**config.mk**
```make
export PLATFORM = sky130hd
export DESIGN_NAME = carry_squeeze
export DESIGN_NICKNAME = d
export VERILOG_FILES = /design/src/hdl/field_pkg.sv /design/src/hdl/carry_squeeze.sv
export SDC_FILE = /design/constraint.sdc
export NUM_CORES = 1
export LEC_CHECK = 0
export ABC_AREA = 1
export BUFFER_PORTS_ARGS = -buffer_cell sky130_fd_sc_hd__clkbuf_2
export CAP_MARGIN = 20
export CORE_AREA = 8 8 496 498
export CTS_BUF_LIST = sky130_fd_sc_hd__clkbuf_2
export CTS_CLUSTER_SIZE = 12
export DETAILED_ROUTE_END_ITERATION = 6
export DIE_AREA = 0 0 504 506
export GPL_TIMING_DRIVEN = 0
export PLACE_DENSITY = 0.31
export SKIP_LAST_GASP = 1
export SYNTH_ARGS = -nofsm -noshare
export SYNTH_HDL_FRONTEND = slang
export SYNTH_SLANG_ARGS = --single-unit
```
**constraint.sdc**
```tcl
create_clock -name clk -period 4.2 [get_ports clk]
set_input_delay 1.05 -clock clk [delete_from_list [all_inputs] [get_ports clk]]
set_output_delay 1.05 -clock clk [all_outputs]
set_load 0.02 [all_outputs]
```
**src/hdl/field_pkg.sv**
```systemverilog
`default_nettype none

package field_pkg;

	//////////////////////////////////////////////////////////////////////
	// Operand layout, radix 2^8

	// Limbs per operand, 32 x 8 = 256 bits
	localparam int num_limbs = 32;

	// Bits per input and output limb
	localparam int limb_width = 8;

	// Accumulator word per pass, also the zero-extended limb width
	localparam int word_width = 32;

	// Pass index, 2^index_width == num_limbs
	localparam int index_width = 5;

	//////////////////////////////////////////////////////////////////////
	// Reduction mod 2^255 - 19

	// 2^256 == 38 mod p, applied to terms above the diagonal
	localparam int fold_factor = 38;

	// 2^255 == 19 mod p, applied to the carry out of bit 255
	localparam int wrap_factor = 19;

	// Limb 31 holds bits 248..254 after the first round
	localparam int top_limb_bits = 7;

endpackage

`default_nettype wire
```
**src/hdl/carry_squeeze.sv**
```systemverilog
`timescale 1ns/1ps
`default_nettype none

// Serial carry chain, one limb per cycle
// Round one, wrap x19, round two
module carry_squeeze (
	input wire clk,
	input wire rst,
	input wire sq_start,
	input wire [field_pkg::num_limbs-1:0][field_pkg::word_width-1:0] words,
	output logic done,
	output logic [field_pkg::num_limbs*field_pkg::limb_width-1:0] result
);

	// Control
	logic running;
	logic wrap;
	logic second;
	logic [field_pkg::index_width-1:0] k;

	// Datapath
	logic [field_pkg::word_width-1:0] carry;
	logic [field_pkg::word_width-1:0] cur;
	logic [field_pkg::word_width-1:0] sum;
	logic [field_pkg::num_limbs-1:0][field_pkg::limb_width-1:0] limbs;

	assign result = limbs;

	//////////////////////////////////////////////////////////////////////
	// Limb adder

	// Round one reads product words, round two its own limbs
	always_comb begin
		if (second)
			cur = {{(field_pkg::word_width - field_pkg::limb_width){1'b0}}, limbs[k]};
		else
			cur = words[k];
		sum = cur + carry;
	end

	//////////////////////////////////////////////////////////////////////
	// Sequencing

	always_ff @(posedge clk) begin
		if (rst) begin
			running <= 1'b0;
			wrap <= 1'b0;
			second <= 1'b0;
			k <= '0;
			done <= 1'b0;
		end else begin
			done <= 1'b0;
			if (sq_start) begin
				running <= 1'b1;
				wrap <= 1'b0;
				second <= 1'b0;
				k <= '0;
			end else if (wrap) begin
				// Single cycle between the rounds
				wrap <= 1'b0;
				second <= 1'b1;
			end else if (running) begin
				k <= k + 1'b1;
				if (k == '1) begin
					if (second) begin
						running <= 1'b0;
						done <= 1'b1;
					end else begin
						wrap <= 1'b1;
					end
				end
			end
		end
	end

	//////////////////////////////////////////////////////////////////////
	// Carry and limbs

	always_ff @(posedge clk) begin
		if (sq_start) begin
			carry <= '0;
		end else if (wrap) begin
			// Bits above 2^255 fold back times 19
			carry <= carry * field_pkg::wrap_factor;
		end else if (running) begin
			if (k == '1 && !second) begin
				// Limb 31 keeps 7 bits in round one
				limbs[k] <= {{(field_pkg::limb_width - field_pkg::top_limb_bits){1'b0}},
					sum[field_pkg::top_limb_bits-1:0]};
				carry <= sum >> field_pkg::top_limb_bits;
			end else begin
				// Round two limb 31 is at most 128, fits whole
				limbs[k] <= sum[field_pkg::limb_width-1:0];
				carry <= sum >> field_pkg::limb_width;
			end
		end
	end

endmodule

`default_nettype wire

```
# ---- Yosys cells after proc, flatten, opt, wreduce, memory -nomap -nowiden
# Cells that the tools add are included.
dict set report op_classes {
  addsub 2
  n_shift 0
  order_cmp 2
  multipliers 1
  bitwise 4
  div 0
  n_mux 19
  n_eq_ne 2
  reduce_logical 8
}
# operator count
set ops {}
lappend ops {{$bwmux W256} 2}
lappend ops {{$mux W256} 1}
lappend ops {{$bmux W32 S5} 1}
lappend ops {{$mux W32} 4}
lappend ops {{$bmux W8 S5} 1}
lappend ops {{$demux W8 S5} 1}
lappend ops {{$add A32 B32 Y32} 1}
lappend ops {{$mul A32 B5 Y32 const B} 1}
lappend ops {{$mux W25} 1}
lappend ops {{$mux W8} 2}
lappend ops {{$lt A5 B6 Y1 const B} 1}
lappend ops {{$mux W1} 6}
lappend ops {{$add A5 B1 Y5 const B} 1}
lappend ops {{$eq A5 B5 Y1 const B} 1}
lappend ops {{$ge A5 B1 Y1 const B} 1}
lappend ops {{$reduce_or A5 Y1} 1}
lappend ops {{$not A1 Y1} 4}
lappend ops {{$reduce_and A3 Y1} 1}
lappend ops {{$logic_and A1 B1 Y1} 2}
lappend ops {{$ne A2 B2 Y1 const B} 1}
lappend ops {{$reduce_and A2 Y1} 1}
lappend ops {{$reduce_bool A2 Y1} 1}
lappend ops {{$reduce_or A2 Y1} 1}
lappend ops {{$logic_not A1 Y1} 1}
dict set report word_totals {
  latch_bits 0
  elab_cells 76
  out_inout_bits 257
  mem_bits_ro 0
  register_bits 297
  ram_bits 0
  mem_count 0
}

# ---- Longest topological paths before layout
dict set report depth {
  word_depth 7
  ltp_mapped 28
  ltp_nobuf 25
}

# ---- Worst setup path after synthesis
# Ideal clock, no wire load.
dict set report synth_timing {
  path_type {input to register}
  from {input words[704] in the netlist's numbering}
  to {register (tool-made name)}
  stages 14
  t_required_ns 3.813
  n_path_buf 0
  arrival_ns 3.576
  path_slack_ns 0.237
  cell_sequence {o21ai_0 > o22ai_1 > nand2_1 > nand2_1 > a221oi_2 > nand3_1 > o2bb2ai_1 > inv_1 > ha_1 > inv_1 > fa_1 > o21ai_1 > a21boi_2 > xnor2_1}
}
# element line
set synth_rtl {}
lappend synth_rtl {{start, declared} carry_squeeze.sv:10} ;# input wire [field_pkg::num_limbs-1:0][field_pkg::word_width-1:0] words,

# ---- Worst setup path after layout
dict set report layout_timing {
  from {register second}
  to {register carry[10] in the netlist's numbering}
}
dict set report layout_between {
  elab_chain_len 5
  elab_cells_between_ends 7
  cone_classes {1 x add/sub; 4 x mux; 2 x reduce/logical}
}
# element line
set layout_lines {}
lappend layout_lines {{start, declared} carry_squeeze.sv:18} ;# logic second;
lappend layout_lines {{start signal, assigned} carry_squeeze.sv:48} ;# second <= 1'b0;
lappend layout_lines {{start signal, assigned} carry_squeeze.sv:56} ;# second <= 1'b0;
lappend layout_lines {{start signal, assigned} carry_squeeze.sv:61} ;# second <= 1'b1;
lappend layout_lines {{$mux W32 or $logic_not A1 Y1 (tied branches)} {carry_squeeze.sv:34, carry_squeeze.sv:86}}
lappend layout_lines {{$add A32 B32 Y32 or $logic_and A1 B1 Y1 (tied branches)} {carry_squeeze.sv:38, carry_squeeze.sv:86}}
lappend layout_lines {{$mux W25 *} carry_squeeze.sv:86} ;# if (k == '1 && !second) begin
lappend layout_lines {{$mux W32 *} carry_squeeze.sv:85} ;# end else if (running) begin
lappend layout_lines {{$mux W32 *} carry_squeeze.sv:82} ;# end else if (wrap) begin
lappend layout_lines {{end signal, assigned} carry_squeeze.sv:84} ;# carry <= carry * field_pkg::wrap_factor;
lappend layout_lines {{end signal, assigned} carry_squeeze.sv:90} ;# carry <= sum >> field_pkg::top_limb_bits;
lappend layout_lines {{end signal, assigned} carry_squeeze.sv:94} ;# carry <= sum >> field_pkg::limb_width;
lappend layout_lines {{end, declared} carry_squeeze.sv:22} ;# logic [field_pkg::word_width-1:0] carry;
# Mark *: on every way between the ends. The rest lies on a longest branch, timed or not. The select of a mux whose other input is x is not followed.
# A chain may end at the register's enable or synchronous reset.

==> results.tsv <==
metric	value	unit
finalCriticalPeriod	4760	ps
min_path_type	primary input to flip-flop	
drv_cap	0	
gp_congestion	0.955	
leakagePower	18.6	nW
syn_to_final_growth	64.7	%
syn-cell-area	26100	um2
hold_start	sq_start	
dpl.hpwl	293000	um
vias	39200	
fin_nets	6476	
dpl-instance-area	37600	um2
fillers	27900	
outcome	finished, violations left	
r2r_start	second$_SDFFE_PP0P_	
wl_per_cell	39.3	um
numCtsBuffers	96	
synth_top_cell_by_area	edfxtp_1	
start_util	0.109	
cts.path.max_buffers	3	
rows	180	
ys_seq_area_frac	0.326	
sequentialPowerShare	0.304	
clkLatencyLatePin	1380	ps
crit_top_cell	nand2_1	
vias_per_cell	4.53	
synth_area_leaders	edfxtp_1 29%, o21ai_0 12%, nor2_1 11%	
fin_area	43000	um2
grt_pass1_wl	422000	um
net-switching-power	5.31	mW
synth_edf_count	256	
multi_input_area	17700	um2
finalHoldViolations	0	
grt_max_degree	33	
netlist_instances	3793	
startpoint	second$_SDFFE_PP0P_	
die_h	506	um
swShare	0.454	
worst_slew_pin_slew	1170	ps
slowest_delay	460	ps
cts_tree	built	
end_kind	flip-flop	
syn_avg_cell_area	6.89	um2
finalSetupViolCount	197	
synth_most_common_cell	nor2_1	
rsz0062_at_grt	true	
synth_top_area_share	0.294	
drive_above_1_share	0.406	
fin_skew	156	ps
dieArea	255000	um2
path_clk_slew	90	ps
yosys_register_bits	297	
synth_fp_nets	4944	
numPortBuffers	1282	
antenna_found_initial	139	
io_pins	1284	
core_area	239000	um2
wirelength	340000	um
first_global_vias	38700	
grt_overflow_total	0	
seq_area	8520	um2
first_iter_violations	4296	
htreeDepth	3	
yosysUniqueCellTypes	52	
firstDrtPassIters	6	
fmax	210	MHz
layout_setup_ws	-559	ps
synth-async-reset-ratio	0	
violations	negative setup slack	
powerDensity	272	nW/um2
cts.sink_count	297	
utilization	0.180	
yosys_most_used_dff	edfxtp_1	
crit_fanout	10	
critPathKind	flip-flop to flip-flop	
peakVddDrop	0.157	mV
p_int	6.38	mW
power.share.clock	0.217	
cp-start-kind	flip-flop	
whs	283	ps
track_usage	0.250	
critPathSlowestCell	inv_1	
synth_top_cells_by_count	743 x nor2_1, 647 x o21ai_0, 509 x nand2_1, 313 x o22ai_1, 266 x inv_1	
die_x	504	um
cts-root-buf	clkbuf_2	
pwr-share-comb	0.479	
relSlewSlack	0.221	
min_period_over_period	1.13	
yosys_warnings	0	
cp_cell_sequence	clkbuf_1, inv_1, clkbuf_2, nand2_1, nor2_4, nand4_1, o31ai_4, inv_2, ha_4, a21oi_4, o21ai_4, buf_12, a21boi_4, o21ai_4, nand2_1, nand2_2, xor2_4, nand2_1, nand3b_1, nand2_1, inv_1	
worstPathArrival	5950	ps
drc	0	
postRouteAntennaNets	0	
required	5390	ps
finalMaxSlewViolations	0	
## power groups by stage
stage	clock network, mW	registers [mW]	logic (mW)
6_report	2.54	3.55	5.61
5_1_grt	2.77	3.56	5.86
4_1_cts	2.63	3.55	4.96
3_5_place_dp	0	3.62	4.44
3_3_place_gp	0	3.67	4.25
2_1_floorplan	0	3.59	1.84
## through the flow
step                worst slack (ps)  setup TNS (ps)  instances  power [mW]
floorplan                        237               0       3793        5.43
global placement               -6220        -1358210       8260        7.92
detailed placement             -2750         -510180       8324        8.06
CTS                             -474          -56050       8521        11.1
global route                    -506          -51550       8620        12.2
finish                          -559          -58000       8644        11.7
## path summary, 6_finish.rpt
kind                            end  slack [ps]  cells after the start
max          carry[10]$_SDFFE_PP0P_        -560                     21
min           carry[8]$_SDFFE_PP0P_         280                      4
max reg2reg  carry[10]$_SDFFE_PP0P_        -560                     21
min reg2reg    running$_SDFFE_PP0P_         490                      2
## cell families after synthesis
| logic type | count (synthesis) | share of synthesized area |
|---|---|---|
| AOI/OAI and AO/OA | 1243 | 0.267 |
| xor gates and xnor gates | 25 | 0.00838 |
| adders and majority gates | 124 | 0.0674 |
| buffers and inverters | 562 | 0.0917 |
| DFF | 297 | 0.326 |
| and+or+nand+nor | 1542 | 0.240 |
## routing by layer
metal | part of all wire | GRT usage
met1 | 0.39 | 0.293
met2 | 0.48 | 0.430
met3 | 0.092 | 0.0803
met4 | 0.044 | 0.0848
met5 | 0.0012 | 0
## area by class of cell
cell class,instances,area share
multi-input combinational,2934,0.412
sequential,297,0.198
timing repair buffer,1435,0.196
tap,3185,0.0926
buffer,291,0.0540
inverter,270,0.0238
clock buffer,131,0.0152
clock inverter,32,0.00425
antenna,69,0.00401
## worst max-delay path: cells and delay by family, from the launching register on
kind | cells | cell delay, ps
xor+xnor | 1 | 210
fa+ha+maj | 1 | 270
compound gates | 5 | 890
simple gates | 8 | 1440
flops | 1 | 310
buf+inv | 6 | 1510
## placed cells by master, fill, tap and decap left out, drive strengths merged, types with 5 or more instances in the layout
cell type,synthesis,final
xor2,11,11
dfxtp,41,41
clkinv,1,27
a21oi,123,123
o31ai,7,7
nor2,744,744
nand3b,13,13
o22ai,313,313
edfxtp,256,256
nand2,509,509
a22o,48,48
o21bai,8,8
a31oi,23,23
nand3,97,97
diode,0,69
nor3,120,120
xnor2,14,14
o21ai,685,685
buf,116,265
a21o,9,9
o211ai,7,7
inv,269,274
or2,5,5
clkbuf,176,1588
a221oi,8,8
fa,28,28
ha,96,96
nand4,47,47
## what timing repair did
action                                 4_1_cts  5_1_grt
cloned                                       5       13
pin swaps                                   73       96
gates resized for setup                    555      354
endpoints found under the hold margin        1        0
hold buffers                                 1        0
setup buffers                               29       40
setup endpoints to repair                  349      232
(Power assumes the default switching activity.)
